### config.mk
export PLATFORM = sky130hd
export DESIGN_NAME = fpuRegFile
export DESIGN_NICKNAME = d
export VERILOG_FILES = /design/src/fpuPkg.sv /design/src/fpuRegFile.sv
export SDC_FILE = /design/constraint.sdc
export NUM_CORES = 2
export LEC_CHECK = 0
export BUFFER_PORTS_ARGS = -buffer_cell sky130_fd_sc_hd__buf_2
export CORE_AREA = 8 8 356 358
export CTS_CLUSTER_SIZE = 20
export DETAILED_ROUTE_END_ITERATION = 10
export DIE_AREA = 0 0 364 366
export GPL_TIMING_DRIVEN = 1
export PLACE_DENSITY = 0.65
export SYNTH_ARGS = -nofsm -noshare
export SYNTH_HDL_FRONTEND = slang
export SYNTH_SLANG_ARGS = --single-unit
export TNS_END_PERCENT = 30
### constraint.sdc
create_clock -name clock -period 2.63 [get_ports clock]
set_clock_uncertainty 0.05 [all_clocks]
set_input_delay 0.263 -clock clock [delete_from_list [all_inputs] [get_ports clock]]
set_output_delay 0.263 -clock clock [all_outputs]
set_load 0.01 [all_outputs]
### src/fpuPkg.sv
package fpuPkg;

	// Command opcodes.
	typedef enum logic [1:0]
	{
		opLoad = 2'd0,
		opMul  = 2'd1,
		opConv = 2'd2
	} fpuOpE;

	localparam int regAddrW = 4;
	localparam int numRegs  = 16;
	localparam int dataW    = 64;		// Binary64 word.
	localparam int expBias  = 1023;

	// Cycles from operand capture to a valid result.
	localparam int mulLatency  = 4;
	localparam int convLatency = 2;

	localparam int queueDepth = 2;		// Per low-priority producer.
	localparam int queueCntW  = $clog2(queueDepth + 1);
	localparam int queueIdxW  = $clog2(queueDepth);

endpackage

### src/fpuRegFile.sv
`timescale 1ns/1ps

module fpuRegFile import fpuPkg::*;
(
	input  logic                clock,
	input  logic                arstN,
	input  logic [regAddrW-1:0] rdAddrA,
	input  logic [regAddrW-1:0] rdAddrB,
	input  logic [regAddrW-1:0] rdAddrC,
	output logic [dataW-1:0]    rdDataA,
	output logic [dataW-1:0]    rdDataB,
	output logic [dataW-1:0]    rdDataC,
	input  logic                wrEn,
	input  logic [regAddrW-1:0] wrAddr,
	input  logic [dataW-1:0]    wrData
);

	logic [dataW-1:0] regs [numRegs];

	always_ff @(posedge clock or negedge arstN)
	begin
		if (!arstN)
		begin
			for (int i = 0; i < numRegs; i++)
				regs[i] <= '0;
		end
		else if (wrEn)
		begin
			regs[wrAddr] <= wrData;
		end
	end

	// Reads see the value before a same-cycle write.
	assign rdDataA = regs[rdAddrA];
	assign rdDataB = regs[rdAddrB];
	assign rdDataC = regs[rdAddrC];

endmodule

==> results.md <==
- Critical Path Source: regs[319]
- Max-slew headroom: 44.72%
- VDD IR max: 0.7071 mV
- Die height: 366 um
- Highest routed layer: met5
- GRT Overall Usage: 28.41%
- P&R area growth vs syn: 16.58%
- Top_reg_cell synth: dfrtp_1
- Synth Net Count: 3931
- Worst setup EP type: output pin
- Met2 WL: 89.17 mm
- Largest family of logic cells by synthesized area: multiplexers
- Final WL: 190.2 mm
- Vias: 40560
- Adder-cell share of the synthesized area: 0%
- Worst-path clk slew: 60 ps
- Core area: 120900 um2
- Hold Crit Class: input pin to asynchronous set/reset pin
- Fin Setup TNS: 0 ps
- Final min period: 2601 ps
- Final HPWL DP: 115.9 mm
- Post-synth top area share: 42.66%
- Comb power frac: 27.2%
- Dominant cells by area after synthesis: dfrtp_1 (43%), mux4_2 (29%), mux2_2 (19%)
- Starting Density: 49.68%
- RR Endpoint: regs[726]
- Mapped cell area: 60070 um2
- Mean Syn Cell Area: 15.61 um2
- Final nets: 4203
- Final Hold Vio Count: 0
- MaxCap Viol Count: 0
- Sw Ratio: 29.27%
- Antenna violations before repair: 6
- Max FO, Critical Path: 4
- Sequential Power Share: 41.9%
- Final Instance Area: 70030 um2
- NetSw: 16.02 mW
- Met3 Wirelength: 17.82 mm
- Clock Sinks: 1024
- Yosys top cell by area: dfrtp_1
- Setup crit start kind: register
- Fraction of registers with async set/reset: 100.0%
- Yosys Warn Count: 0
- Pleak: 28.79 nW
- Register bit total from synthesis: 1024
- Post-synthesis mux area share: 47.99%
- Status: complete, no violations
- Cell row count: 128
- Pre-Repair DR Iteration Count: 5
- Pins Over Slew Limit: 0
- Post-synth EDFFs: 0
- Commonest cells post-synth: dfrtp_1 (1024), mux2_2 (1003), mux4_2 (768)
- Routed len/inst: 32.55 um
- Synth cell types: 19
- Via/cell ratio: 6.941
- Die area: 133200 um2
- Arrival time at the worst endpoint: 2290 ps
- I/O pin count: 275
- Kind of critical path: register to output pin
- Max FFs per register: 1024
- CP Capture Point: rdDataC[63]
- Worst path required time: 2320 ps
- Initial detailed-routing violation count: 4330
- Cells after Synth: 3848
- Biggest register: regs
- Final worst-path cycle share: 98.91%
- DIE WIDTH: 364 um
- Simple-gate share of the synthesized area: 1.558%
- H-Tree Depth: 3
- Regs by FF count: regs: 1024 flops
- CTS Buffer Depth: 3
- Count leader, synth: dfrtp_1
- DRC Markers: 0
- First-pass GRT wire length: 285.4 mm
- Clock Tree Root: clkbuf_16
- Peak Freq: 0.3844 GHz
- Clock Power Share: 30.9%
- Power Density: 781.6 nW/um2
- Int Power: 38.71 mW
- Layout cell share with drive strength beyond 1: 59.54%
- Seq/Total Area, Yosys: 42.66%
- TritonCTS clock tree: done
- Gp weighted congestion: 0.8267
- Port bufs: 274
- Largest net degree at the start of global routing: 94
- Total grt overflow: 0
- Worst skew pair latency: 710 ps
- Synth Area in Compound Gates: 4.799%
- Post-DP Area: 65370 um2
- Post-route ant nets: 0
- Reg2Reg Setup Slack: 1750 ps
- M1 WL: 77.63 mm
- Vias in the first global route: 41710
- Synth Area in XOR/XNOR: 0%
- Num CTS Buffers: 115
- Finish-stage setup viols: 0
- FF-to-FF Start: regs[726]
- Slew @ Worst Pin: 829.2 ps
- Worst R2R Path Depth: 1
## cells in the final DEF (no fill, tap or decap), types with 4 or more instances in the layout
cell,instances
dfrtp_1,1024
mux2_2,1003
mux4_2,768
a22oi_1,380
buf_2,267
nand2_1,182
buf_12,136
clkbuf_16,119
buf_4,100
dlygate4sd3_1,65
clkbuf_1,23
clkbuf_8,22
mux2_1,21
clkinv_2,21
bufinv_16,13
nor2_4,12
nand2_2,11
clkinvlp_4,8
buf_8,7
diode_2,6
nor2b_4,6
a22oi_2,4
nand3b_1,4
## power by group through the flow
| stage | combinational, mW | clock [mW] | sequential (mW) |
|---|---|---|---|
| after floorplan | 10.9 | 0 | 21.9 |
| after global placement | 14.5 | 0 | 22.8 |
| after detailed placement | 14.8 | 0 | 23.0 |
| after CTS | 14.9 | 17.2 | 22.8 |
| after global routing | 15.9 | 17.8 | 23.5 |
| final | 14.9 | 16.9 | 22.9 |
## final cells by class
class | count | area (um2)
clock buffers | 164 | 3367
fillers | 9355 | 50890
diodes | 6 | 15.01
multi-input cells | 2404 | 32840
clock inverters | 45 | 581.8
repair buffers | 575 | 5565
flip-flops and latches | 1024 | 25620
well taps | 1625 | 2033
## worst max-delay path, cell delays in order (launching register included)
cell and delay [ps]:
dfrtp_1 400, mux4_2 480, a22oi_1 190, nand2_1 260
buf_2 240
## stage by stage
step                total power, mW  hold slack, ps  worst slack, ps  utilization [%]  std cells
detailed placement            37.81           219.8            241.8            54.06       5563
finish                        54.73           67.74            28.64            57.91       5843
global placement              37.32           219.9            263.2            54.06       5563
floorplan                     32.79          -82.59            573.1                -       3848
global route                  57.15           98.70           -10.12            57.91       5839
CTS                           54.87           78.81            12.47            57.87       5837
## cell families (layout without fill, tap and decap cells)
kind of cell    Yosys count  count (layout)
flops                  1024            1024
other cells               0               6
simple gates            228             228
buf+inv                 420             784
mux                    1792            1792
compound gates          384             384
## what timing repair did
action / CTS / global route
hold buffers: 65 / 0
endpoints found under the setup margin: 2 / 11
cloned: 0 / 0
pin swaps: 0 / 1
resized for setup: 3 / 12
hold endpoints to repair: 1353 / 0
setup buffers: 0 / 0
## layer usage
metal  GRT usage, %  vias up
met5              0        -
met4          8.474        6
met3          6.375      360
met2          43.72     2083
met1          40.68    21970
li1               -    16140
## worst min path at each step
stage	from	endpoint	slack, ps	depth (start not counted)
2_1_floorplan	arstN	regs[0]	-80	0
3_3_place_gp	arstN	regs[779]	220	1
3_5_place_dp	arstN	regs[715]	220	1
4_1_cts	arstN	regs[779]	80	2
5_1_grt	arstN	regs[779]	100	2
6_report	arstN	regs[715]	70	2
(Power assumes the default switching activity.)
