### config.mk
export PLATFORM = sky130hd
export DESIGN_NAME = fpuWriteArbiter
export DESIGN_NICKNAME = d
export VERILOG_FILES = /design/src/fpuPkg.sv /design/src/fpuWriteArbiter.sv
export SDC_FILE = /design/constraint.sdc
export NUM_CORES = 1
export LEC_CHECK = 0
export ABC_AREA = 1
export BUFFER_PORTS_ARGS = -buffer_cell sky130_fd_sc_hd__buf_2
export CAP_MARGIN = 0
export CORE_MARGIN = 3
export CORE_UTILIZATION = 41
export CTS_CLUSTER_SIZE = 40
export DETAILED_ROUTE_END_ITERATION = 16
export PLACE_DENSITY_LB_ADDON = 0.1
export SYNTH_ARGS = -nofsm -noshare
export SYNTH_HDL_FRONTEND = slang
export SYNTH_SLANG_ARGS = --single-unit
export TNS_END_PERCENT = 5
### constraint.sdc
create_clock -name clock -period 6 [get_ports clock]
set_input_delay 0.3 -clock clock [delete_from_list [all_inputs] [get_ports clock]]
set_output_delay 0.3 -clock clock [all_outputs]
set_load 0.02 [all_outputs]
### src/fpuPkg.sv
package fpuPkg;

	// Command opcodes.
	typedef enum logic [1:0]
	{
		opLoad = 2'd0,
		opMul  = 2'd1,
		opConv = 2'd2
	} fpuOpE;

	localparam int regAddrW = 4;
	localparam int numRegs  = 16;
	localparam int dataW    = 64;		// Binary64 word.
	localparam int expBias  = 1023;

	// Cycles from operand capture to a valid result.
	localparam int mulLatency  = 4;
	localparam int convLatency = 2;

	localparam int queueDepth = 2;		// Per low-priority producer.
	localparam int queueCntW  = $clog2(queueDepth + 1);
	localparam int queueIdxW  = $clog2(queueDepth);

endpackage

### src/fpuWriteArbiter.sv
`timescale 1ns/1ps

module fpuWriteArbiter import fpuPkg::*;
(
	input  logic                clock,
	input  logic                arstN,
	input  logic                mulDone,
	input  logic [regAddrW-1:0] mulTag,
	input  logic [dataW-1:0]    mulData,
	input  logic                convDone,
	input  logic [regAddrW-1:0] convTag,
	input  logic [dataW-1:0]    convData,
	input  logic                loadValid,
	input  logic [regAddrW-1:0] loadTag,
	input  logic [dataW-1:0]    loadData,
	output logic                wrEn,
	output logic [regAddrW-1:0] wrAddr,
	output logic [dataW-1:0]    wrData,
	output logic                wbValid,
	output logic [regAddrW-1:0] wbDst,
	output logic [dataW-1:0]    wbData
);

	// Index 0 is the converter, index 1 the loader. Lower index drains first.
	logic                 srcValid [2];
	logic [regAddrW-1:0]  srcTag [2];
	logic [dataW-1:0]     srcData [2];

	logic [queueCntW-1:0] qCount [2];
	logic [regAddrW-1:0]  qTag [2][queueDepth];
	logic [dataW-1:0]     qData [2][queueDepth];
	logic                 qPush [2];
	logic                 qPop [2];
	logic [queueIdxW-1:0] pushIdx [2];

	assign srcValid[0] = convDone;
	assign srcTag[0]   = convTag;
	assign srcData[0]  = convData;
	assign srcValid[1] = loadValid;
	assign srcTag[1]   = loadTag;
	assign srcData[1]  = loadData;

	always_comb
	begin
		logic portBusy;
		portBusy = mulDone;	// Multiplier always wins.
		wrAddr   = mulTag;
		wrData   = mulData;
		for (int q = 0; q < 2; q++)
		begin
			qPop[q]  = 1'b0;
			qPush[q] = srcValid[q];
			if (!portBusy && (qCount[q] != '0))
			begin
				qPop[q]  = 1'b1;
				wrAddr   = qTag[q][0];
				wrData   = qData[q][0];
				portBusy = 1'b1;
			end
			else if (!portBusy && srcValid[q])
			begin
				qPush[q] = 1'b0;	// Bypass.
				wrAddr   = srcTag[q];
				wrData   = srcData[q];
				portBusy = 1'b1;
			end
			pushIdx[q] = queueIdxW'(qCount[q]) - queueIdxW'(qPop[q]);
		end
		wrEn = portBusy;
	end

	always_ff @(posedge clock or negedge arstN)
	begin
		if (!arstN)
		begin
			for (int q = 0; q < 2; q++)
				qCount[q] <= '0;
		end
		else
		begin
			for (int q = 0; q < 2; q++)
			begin
				if (qPush[q] && !qPop[q])
					qCount[q] <= qCount[q] + queueCntW'(1);
				else if (qPop[q] && !qPush[q])
					qCount[q] <= qCount[q] - queueCntW'(1);
			end
		end
	end

	// Shift toward the head on pop, then append at the tail.
	always_ff @(posedge clock)
	begin
		for (int q = 0; q < 2; q++)
		begin
			if (qPop[q])
			begin
				for (int i = 0; i < queueDepth - 1; i++)
				begin
					qTag[q][i]  <= qTag[q][i+1];
					qData[q][i] <= qData[q][i+1];
				end
			end
			if (qPush[q])
			begin
				qTag[q][pushIdx[q]]  <= srcTag[q];
				qData[q][pushIdx[q]] <= srcData[q];
			end
		end
	end

	always_ff @(posedge clock or negedge arstN)
	begin
		if (!arstN)
			wbValid <= 1'b0;
		else
			wbValid <= wrEn;
	end

	always_ff @(posedge clock)
	begin
		wbDst  <= wrAddr;
		wbData <= wrData;
	end

endmodule

==> impl_metrics.py <==
metrics = {
    "run_status": {
        "status": "finished, final reports clean",
    },
    "power": {
        "intPower_mw": 5.14,
        "powerDensity_nw_per_um2": 385,
        "irDropWorstVdd_v": 0.000242,
        "leakage_nw": 9.47,
        "p_sw_frac": 0.332,
        "pwr-share-seq": 0.428,
        "switchingPower_mw": 2.56,
        "combPwrFrac": 0.278,
        "power.total_mw": 7.69,
        "pwr-share-clk": 0.294,
    },
    "critical_path": {
        "required_ns": 5.70,
        "rr_endpoint": "qData[0][119]$_DFFE_PP_",
        "worst_path_most_repeated_cell": "nor2_1",
        "start_kind": "register",
        "slowest_stage": "nand3_4",
        "path_delay_family": "simple AND/OR/NAND/NOR gates",
        "r2r_cells": 5,
        "arrival_ns": 3.51,
        "path_max_fanout": 77,
        "crit_path_max_incr_delay_ns": 0.80,
        "worstSetupPathType": "reg -> out",
        "crit_start": "qCount[3]$_DFFE_PN0P_",
        "cp_cell_sequence": "nor2_1 -> nand3_4 -> buf_4 -> nor2_1 -> nor2_1 -> a21oi_1 -> buf_2",
        "cp_num_buf_inv": 2,
        "end_kind": "output pin",
        "reg2reg_from": "qCount[2]$_DFFE_PN0P_",
        "reg2reg_slack_ns": 2.60,
    },
    "final_layout": {
        "fillers": 3388,
        "final_layout_size_suffix_gt1_frac": 0.196,
        "finish.utilization": 0.544,
        "nets": 2361,
        "diodes": 0,
        "area.growth.synth_to_final_pct": 30.3,
        "stdcell_area_sq_um": 20000,
        "stdcell_count": 2650,
    },
    "routing": {
        "vias": 12598,
        "avgRoutedWirePerCell_um": 16.7,
        "first_iter_violations": 683,
        "drtPass1Iterations": 5,
        "vias_per_cell": 4.75,
        "drt.antenna.violating_nets": 0,
        "routed_wl_mm": 44.2,
        "route.detailed.drc": 0,
    },
    "global_routing": {
        "track_usage": 0.221,
        "grt-busiest-layer": "met2",
        "grt-ovfl-total": 0,
        "antenna_found_initial": 2,
        "grt_pass1_wl_mm": 68.6,
        "grt_pass1_vias": 12573,
        "globalRouteMet1Util": 0.283,
        "use_met2": 0.390,
        "grt_max_degree": 100,
        "use_met3": 0.0384,
    },
    "placed_design": {
        "numPortBuffers": 346,
        "hpwl_mm": 26.4,
        "post_dp_cell_area_sq_um": 17400,
        "place_congestion": 0.778,
        "place_inst": 2441,
    },
    "clock_network": {
        "path_clk_slew_ns": 0.06,
        "cts_buffers": 40,
        "tritoncts": "done",
        "cts_resized": 0,
        "hold_buffers": 137,
        "cts_max_level": 2,
        "cts_buffer_depth": 3,
        "postCtsSetupBuffers": 0,
        "clkLatencyLatePin_ns": 0.54,
        "cts-root-buf": "clkbuf_16",
        "cts_sinks": 345,
    },
    "sta": {
        "clock-skew-final_ns": 0.00717,
        "final_hold_viol_count": 0,
        "slew_headroom": 0.290,
        "min_period_ns": 3.81,
        "drv_slew": 0,
        "setup_viol": 0,
        "period_share": 0.636,
        "fin_tns_setup_ns": 0,
        "rsz0062_at_grt": "no",
        "max_freq_mhz": 262,
        "worst_pin_slew_ns": 1.06,
    },
    "synth": {
        "synthesis.nets": 1918,
        "syn_avg_cell_area_sq_um": 8.97,
        "ys_types": 22,
        "synth_area_sq_um": 15300,
        "seq_area_frac_synth": 0.630,
        "synth-seq-cells": 345,
        "netlist_instances": 1709,
        "yosysWarningCount": 0,
    },
    "die": {
        "die_area_sq_um": 39700,
        "ios": 347,
        "core.rowCount": 70,
        "core_sq_um": 36700,
        "initial_core_util": 0.418,
        "dieHeight_um": 199,
        "fp.dieW_um": 199,
    },
    "run": {
        "drv_cap": 0,
    },
    "worst_hold_path": {
        "min-delay-path-class": "in -> async",
    },
}
-- per-stage QoR --
stage	hold slack (ns)	worst slack (ns)
floorplan	0.00441	1.07
CTS	0.105	2.09
finish	0.135	2.19
global route	0.130	1.96
global placement	0.128	2.56
detailed placement	0.129	2.50
-- power groups by stage --
stage	Clock (mW)	Sequential [mW]	Combinational [mW]
after floorplan	0	3.57	1.11
after global placement	0	3.33	2.07
after detailed placement	0	3.34	2.10
after CTS	2.32	3.29	2.17
after global routing	2.41	3.34	2.37
final	2.26	3.29	2.14
-- sequential cells by signal, indices dropped and copies added, names as in the netlist --
name     flops
qCount       4
qData      256
wbValid      1
qTag        16
wbData      64
wbDst        4
-- cells in the final DEF, fill, tap and decap left out --
cell type	count
dfxtp_1	68
inv_1	278
clkbuf_8	5
edfxtp_1	272
nand2_1	417
clkbuf_16	41
a21oi_1	69
nor2_2	1
buf_12	1
o21ai_1	86
inv_2	3
a211oi_4	1
clkinv_2	6
nand4_1	1
dfrtp_1	5
a21oi_4	1
o21ai_0	54
nand3_4	3
nor2_1	207
buf_4	11
nor2_4	1
clkinv_1	6
nand3_1	140
buf_2	346
nand2_2	2
dlygate4sd3_1	137
clkbuf_1	15
nand2_4	5
-- worst max-delay path by stage --
stage                     cells past startpoint                      to  slack, ns
after global routing                          7              wrData[56]       1.96
after global placement                        8  qData[0][38]$_DFFE_PP_       2.56
after detailed placement                      8  qData[0][38]$_DFFE_PP_       2.50
final                                         7              wrData[56]       2.19
after floorplan                               6   qData[1][0]$_DFFE_PP_       1.07
after CTS                                     7              wrData[56]       2.09
-- cell type report --
type | count | area, sq um | area share
clock buffers | 61 | 1150 | 0.0576
clock inverters | 11 | 47.5 | 0.00238
inverters | 282 | 1060 | 0.0531
multi-input cells | 988 | 4270 | 0.214
flip-flops and latches | 345 | 9650 | 0.483
well taps | 468 | 586 | 0.0293
repair buffers | 495 | 3210 | 0.160
-- layer usage --
metal	wire length (um)	vias up	part of all wire
li1	-	6324	-
met1	19000	5854	0.43
met2	21700	362	0.49
met3	2620	56	0.059
met4	768	2	0.017
met5	9	-	0.00020
-- kinds of logic (layout without fill, tap and decap cells) --
group                  count (synthesis)  in the layout  share of synthesized area
AND/OR/NAND/NOR                      777            777                      0.204
buffers and inverters                376            849                     0.0975
flip-flops                           345            345                      0.630
AO/OA/AOI/OAI                        211            211                     0.0691
-- Yosys cell counts --
| cell | instances | area, sq um |
|---|---|---|
| nand2_2 | 3 | 18.8 |
| buf_4 | 6 | 45.0 |
| dfrtp_1 | 5 | 125 |
| o21ai_0 | 54 | 270 |
| buf_6 | 2 | 22.5 |
| edfxtp_1 | 272 | 8170 |
| inv_1 | 278 | 1040 |
| buf_1 | 8 | 30.0 |
| dfxtp_1 | 68 | 1360 |
| nand4_1 | 1 | 6.26 |
| nand3_2 | 1 | 10.0 |
| nor2_4 | 1 | 11.3 |
| nor2_2 | 1 | 6.26 |
| a211oi_1 | 1 | 7.51 |
| o21ai_1 | 86 | 430 |
| a21oi_1 | 70 | 350 |
| buf_2 | 36 | 180 |
| clkbuf_1 | 42 | 158 |
| nand3_1 | 142 | 711 |
| nor2_1 | 207 | 777 |
| inv_2 | 4 | 15.0 |
| nand2_1 | 421 | 1580 |
Note: power is estimated with default switching activity, not from simulation.
