==> src/fpuPkg.sv <==
package fpuPkg;

	// Command opcodes.
	typedef enum logic [1:0]
	{
		opLoad = 2'd0,
		opMul  = 2'd1,
		opConv = 2'd2
	} fpuOpE;

	localparam int regAddrW = 4;
	localparam int numRegs  = 16;
	localparam int dataW    = 64;		// Binary64 word.
	localparam int expBias  = 1023;

	// Cycles from operand capture to a valid result.
	localparam int mulLatency  = 4;
	localparam int convLatency = 2;

	localparam int queueDepth = 2;		// Per low-priority producer.
	localparam int queueCntW  = $clog2(queueDepth + 1);
	localparam int queueIdxW  = $clog2(queueDepth);

endpackage

==> src/fpuIntConv.sv <==
`timescale 1ns/1ps

module fpuIntConv import fpuPkg::*;
(
	input  logic                clock,
	input  logic                arstN,
	input  logic                inValid,
	input  logic [regAddrW-1:0] inTag,
	input  logic [dataW-1:0]    inA,
	output logic                outValid,
	output logic [regAddrW-1:0] outTag,
	output logic [dataW-1:0]    outData
);

	logic                   inNeg;
	logic [63:0]            inMag;
	logic [5:0]             leadPos;

	logic                   negS1;
	logic                   zeroS1;
	logic [63:0]            magS1;
	logic [5:0]             posS1;

	logic [63:0]            normMag;
	logic [53:0]            sigRnd;
	logic [10:0]            expOut;

	logic [convLatency-1:0] vldPipe;
	logic [regAddrW-1:0]    tagPipe [convLatency];

	assign inNeg = inA[63];
	assign inMag = inNeg ? (~inA + 64'd1) : inA;

	// Highest set bit wins.
	always_comb
	begin
		leadPos = '0;
		for (int i = 1; i < dataW; i++)
		begin
			if (inMag[i])
				leadPos = 6'(i);
		end
	end

	always_ff @(posedge clock)
	begin
		negS1  <= inNeg;
		zeroS1 <= (inMag == 64'd0);
		magS1  <= inMag;
		posS1  <= leadPos;
	end

	assign normMag = magS1 << (6'd63 - posS1);	// Leading one to bit 63.
	assign sigRnd  = {1'b0, normMag[63:11]} + {53'h0, normMag[10]};
	assign expOut  = 11'(expBias) + {5'h0, posS1} + {10'h0, sigRnd[53]};

	always_ff @(posedge clock)
	begin
		if (zeroS1)
			outData <= '0;
		else
			outData <= {negS1, expOut, sigRnd[51:0]};
	end

	always_ff @(posedge clock or negedge arstN)
	begin
		if (!arstN)
			vldPipe <= '0;
		else
			vldPipe <= {vldPipe[convLatency-2:0], inValid};
	end

	always_ff @(posedge clock)
	begin
		tagPipe[0] <= inTag;
		for (int i = 1; i < convLatency; i++)
			tagPipe[i] <= tagPipe[i-1];
	end

	assign outValid = vldPipe[convLatency-1];
	assign outTag   = tagPipe[convLatency-1];

endmodule

==> config.mk <==
export PLATFORM = sky130hd
export DESIGN_NAME = fpuIntConv
export DESIGN_NICKNAME = d
export VERILOG_FILES = /design/src/fpuPkg.sv /design/src/fpuIntConv.sv
export SDC_FILE = /design/constraint.sdc
export NUM_CORES = 1
export LEC_CHECK = 0
export BUFFER_PORTS_ARGS = -buffer_cell sky130_fd_sc_hd__buf_2
export CORE_MARGIN = 10
export CORE_UTILIZATION = 45
export CTS_CLUSTER_SIZE = 24
export DETAILED_ROUTE_END_ITERATION = 16
export GPL_TIMING_DRIVEN = 0
export PLACE_DENSITY_LB_ADDON = 0.12
export SLEW_MARGIN = 10
export SYNTH_ARGS = -nofsm -noshare
export SYNTH_HDL_FRONTEND = slang
export SYNTH_SLANG_ARGS = --single-unit
export TNS_END_PERCENT = 100
==> constraint.sdc <==
create_clock -name clock -period 9.55 [get_ports clock]
set_input_delay 0.4775 -clock clock [delete_from_list [all_inputs] [get_ports clock]]
set_output_delay 0.4775 -clock clock [all_outputs]
set_load 0.02 [all_outputs]
==> metrics.txt, run 1 <==
CTS tree built; Critical Path RT 9850 ps; DRC 0; synth warn 0; GR Util All Layers 32.3%; Core Region 0.0316 sq mm; Fin Hold WS 140 ps; Clk network pwr share 24.9%; metal3 WL 5260 um; post-route insts no fill 2259; CTS Root Cell clkbuf_16; min Tclk post-route 5400 ps; Synth Register Bits 146; I/O pins 140; Num CTS Buffers 17; synthesized area 0.0145 sq mm; fill count 3087; Tcrit/Tclk final 56.6%; Nets 1920; count leader, synth nor2_1; Hold Path Class in -> reg; Post-synth top flop dfxtp_1; HPWL Detailed 52100 um; first-pass GRT wire length 97100 um; post-synth cell types 99; CP startpoint kind flop; Least-Margin Pin Slew 1180 ps; crit path max fanout 10; GRT overflow 0; Yosys top cell area share 19.9%; Peak VDD IR 0.000133 V; clock skew 11.0 ps; die area 0.0398 sq mm; total negative setup slack 0 ps; Die Ht 199 um; Sink Count 146; Seq/Total Area, Yosys 20.2%; Worst-Skew Late Latency 440 ps; Internal Pwr Total 1.58 mW; Max Root-Sink Buffers 2; combinational fraction of design power 46.6%; Top Metal Used met4; Slew Viols, Final 0; RSZ-0062 raised after global routing no; Post-synth EDFFs 0; Crit. End Element flop; clock transition at the registers of the reported paths 60 ps; commonest cells in the netlist nor2_1, dfxtp_1, nand2_1; placed cells 2226; initial antenna violation count 0; met1 WL 25600 um; Die W 199 um; H-tree Lvls 4; Setup Buffers After CTS 0; Post-CTS Hold Fix Bufs 1; port bufs 124; Final Hold Fails 0; sw frac 42.2%; share of cells above drive strength 1 21.7%; # setup viols final 0; vias per cell 6.85; Worst Setup Path Type reg -> reg; area grow syn2layout 12.0%; Seq pwr share 28.6%; Mapped Nets 1775; Routed WL per cell 28.8 um; Cells after Synth 1699; outcome complete, no violations; ys async rst share 1.37%; Final GP Congestion 1.05; vias in the first global route 15000; WL final 65200 um; via count 15500; met2 WL 29400 um; Switching Power 1.15 mW; initial drt markers 1800; Rows 65; Avg Inst Size Synth 8.53 sq um; Detailed Routing Iterations Pass 1 7; diode count 0; Fmax 185 MHz; top post-synthesis cells by area dfxtp_1, mux4_2, mux2i_1; Leak Pwr 6.29 nW; dominant cell type by area after synthesis dfxtp_1; starting density of the core 45.8%; CP Data Arrival Time 5700 ps; Pwr Total 2.74 mW; PostCTS Resize Cnt 0; Pwr Density 169 mW/mm^2; Worst slew margin 20.2%; antenna-violating nets left 0; largest net degree at the start of global routing 17; MaxCap Viol Count 0
path summary, 6_finish.rpt:
check                               from       endpoint  slack [ps]  cells past startpoint
setup / recovery                posS1[0]    outData[56]        4150                     18
hold / removal                  inTag[0]  tagPipe[0][0]         140                      1
setup reg to reg                posS1[0]    outData[56]        4150                     18
hold reg to reg            tagPipe[0][0]  tagPipe[0][4]         330                      0
max in group asynchronous          arstN     vldPipe[0]        9080                      2
min in group asynchronous          arstN     vldPipe[1]         370                      2
layer usage:
layer | track usage (%) | up-vias
li1 | - | 6838
met5 | 0 | -
met1 | 39.0 | 7439
met4 | 22.5 | 0
met3 | 5.65 | 245
met2 | 51.6 | 962
cell families after synthesis:
| kind of cell | after synthesis | synth area share [%] |
|---|---|---|
| mux | 222 | 22.9 |
| xor+xnor | 85 | 5.14 |
| flops | 146 | 20.2 |
| compound gates | 407 | 20.7 |
| buf+inv | 196 | 6.56 |
| fa+ha+maj | 5 | 0.432 |
| simple gates | 638 | 24.0 |
registers in the layout (all words and copies together) (netlist names):
| name | flops |
|---|---|
| negS1 | 1 |
| zeroS1 | 1 |
| tagPipe | 8 |
| magS1 | 64 |
| outData | 64 |
| vldPipe | 2 |
| posS1 | 6 |
area by class of cell:
type                       instances  area, sq um  area share (%)
multi-input combinational       1357        10600            65.4
sequential                       146         2930            18.1
buffer                           155          795            4.89
timing repair buffer             126          636            3.92
tap                              402          503            3.10
clock buffer                      19          443            2.73
inverter                          41          156           0.964
clock inverter                    13          149           0.917
power by group through the flow:
| stage | sequential [mW] | combinational (mW) | clock, mW |
|---|---|---|---|
| 6_report | 0.782 | 1.27 | 0.680 |
| 5_1_grt | 0.793 | 1.34 | 0.710 |
| 4_1_cts | 0.779 | 1.24 | 0.686 |
| 3_5_place_dp | 0.793 | 1.23 | 0 |
| 3_3_place_gp | 0.790 | 1.23 | 0 |
| 2_1_floorplan | 0.856 | 0.736 | 0 |
critical path, cell delays in order, from the launching register on:
cell,delay [ps]
dfxtp_1,530
buf_6,230
buf_8,190
buf_8,190
buf_8,170
nor2_1,80
a22oi_1,680
a21oi_1,290
nor3_1,630
o221ai_1,380
nor4b_4,390
and4_1,220
clkbuf_1,270
nand4_1,170
ha_1,270
ha_1,270
nand2_1,90
xnor2_1,110
nor2_1,60
stage by stage:
stage               area [sq um]  util (%)  worst slack [ps]
detailed placement         15600      49.4              4290
global placement           15600      49.4              3540
finish                     16200      51.3              4150
floorplan                  14500         -              5640
global route               16200      51.3              3980
CTS                        16200      51.3              4290
cell usage in the layout, fill, tap and decap left out, types with 52 or more instances in the layout:
master,synthesis,final
nand2_1,131,131
nor2_1,147,147
mux2i_1,91,91
o21ai_0,56,56
nor3_1,56,56
buf_2,41,166
dfxtp_1,144,144
xnor2_1,52,52
a21oi_1,63,63
mux4_2,76,76
clkbuf_1,72,73
No activity file was read; power rests on OpenSTA's default activity.
==> inputs of run 2 (changes only) <==
- clock period: 9.55 -> 4.41 ns (I/O delays scaled with it)
==> metrics.txt, run 2 (synthesis results as in run 1) <==
crit path max fanout 10; Fmax 228 MHz; Max Root-Sink Buffers 2; H-tree Lvls 4; Slowest cell on crit path mux2i_2; Final GP Congestion 1.05; post-route insts no fill 2271; die area 0.0398 sq mm; WHS Path Cells 2; most common cell after layout, fill and taps aside buf_2; MaxCap Viol Count 0; GRT overflow 0; vias in the first global route 15100; post-route cell area 0.0166 sq mm; met3 Use GR 5.75%; via count 15600; Detailed Routing Iterations Pass 1 6; outcome complete, no violations; Worst slew margin 27.9%; Final Hold Fails 0; M1 GR Usage 39.0%; Worst R2R Path Depth 15; Routed WL per cell 28.7 um; Rows 65; first-pass GRT wire length 97300 um; share of cells above drive strength 1 24.8%; Regs by FF count magS1 (64), outData (64), tagPipe (8); Hold Path Class in -> reg; WL final 65200 um; starting density of the core 45.8%; Pwr Total 6.00 mW; commonest non-fill, non-tap cells in the layout buf_2, nor2_1, dfxtp_1, nand2_1, mux2i_1; worst path cell trace buf_6 -> buf_2 -> mux4_1 -> mux2i_1 -> mux2i_2 -> a31oi_1 -> nor4_4 -> nor4b_4 -> and4_4 -> nand4_1 -> ha_1 -> ha_1 -> nand2_1 -> xnor2_1 -> nor2_1; Tcrit/Tclk final 99.6%; GR peak layer met2; Worst-Skew Late Latency 440 ps; Pwr Density 361 mW/mm^2; CTS tree built; max incr delay on CP 470 ps; largest net degree at the start of global routing 17; Core Region 0.0316 sq mm; I/O pins 140; met2 Use GR 51.7%; Least-Margin Pin Slew 1080 ps; initial drt markers 1746; Slew Viols, Final 0; WP buf/inv 2; HPWL Detailed 52100 um; # setup viols final 0; Die W 199 um; min Tclk post-route 4390 ps; Cell Area, Placed 0.0156 sq mm; worst reg2reg path startpoint posS1[3]; area grow syn2layout 14.5%; Sink Count 146; DRC 0; clock transition at the registers of the reported paths 60 ps; Peak VDD IR 0.000286 V; Crit. End Element flop; Fin Hold WS 11.0 ps; R2R Path End outData[56]; CTS Root Cell clkbuf_16; port bufs 124; Die Ht 199 um; critical path's top delay family simple AND/OR/NAND/NOR gates; antenna-violating nets left 0; Worst Setup Path Type reg -> reg; diode count 0; FF-to-FF setup slack 20 ps; initial antenna violation count 0; CP startpoint kind flop; HP Start inA[62]; Num CTS Buffers 17; pre-CTS WS -845 ps; CP Data Arrival Time 4690 ps; final worst slack 16.9 ps; placed cells 2226; hold endpoint magS1[63]; GR Util All Layers 32.4%; Leak Pwr 6.46 nW; RSZ-0062 raised after global routing yes; Critical Path RT 4710 ps; clock skew 12.4 ps; Nets 1932; vias per cell 6.88; crit-path most repeated cell ha_1
-- run 2: changes by cell type in the layout (fill, tap and decap cells not counted), moves of 7 or more --
| cell | change |
|---|---|
| buf_1 | -9 |
| clkbuf_1 | -14 |
| clkbuf_2 | +11 |
| clkbuf_4 | +9 |
| dlygate4sd3_1 | +7 |
-- run 2: where the power goes --
| group | switching (mW) | internal [mW] | total (mW) |
|---|---|---|---|
| Combinational | 1.75 | 1.08 | 2.83 |
| Clock | 0.614 | 0.857 | 1.47 |
| Sequential | 0.158 | 1.54 | 1.70 |
| Total | 2.52 | 3.48 | 6.00 |
-- run 2: per-layer routing --
metal / part of all wire [%] / wire length [um] / vias up
met5: 0 / 0 / -
met4: 7.3 / 4730 / 0
met3: 8.3 / 5380 / 249
met2: 46 / 29700 / 1048
met1: 39 / 25400 / 7472
li1: - / - / 6865
-- run 2: final cells by class --
class                      instances  area, sq um
clock inverter                    13          149
clock buffer                      19          443
multi-input combinational       1357        10800
timing repair buffer             141          766
fill                            3063        15000
sequential                       146         2940
tap                              402          503
inverter                          41          159
buffer                           152          863
-- run 2: metrics by stage --
step	util [%]	TNS, ps
final	52.5	0
after CTS	52.0	0
after detailed placement	49.4	-10120
after global routing	52.5	-47.9
after floorplan	-	0
after global placement	49.4	-44460
-- run 2: worst max-delay path by stage --
stage / depth (start not counted) / startpoint / slack (ps) / endpoint
finish: 15 / posS1[3] / 20 / outData[56]
floorplan: 18 / posS1[0] / 500 / outData[56]
global placement: 19 / posS1[2] / -1600 / outData[56]
detailed placement: 18 / posS1[0] / -850 / outData[56]
CTS: 18 / posS1[3] / 3 / outData[56]
global route: 15 / posS1[3] / -50 / outData[56]
-- run 2: what timing repair did --
| item | CTS | global route |
|---|---|---|
| endpoints found under the setup margin | 32 | 21 |
| hold buffers | 8 | 0 |
| hold endpoints to repair | 9 | 0 |
| pin swaps | 2 | 3 |
| resized for setup | 38 | 54 |
| buffers inserted | 3 | 5 |
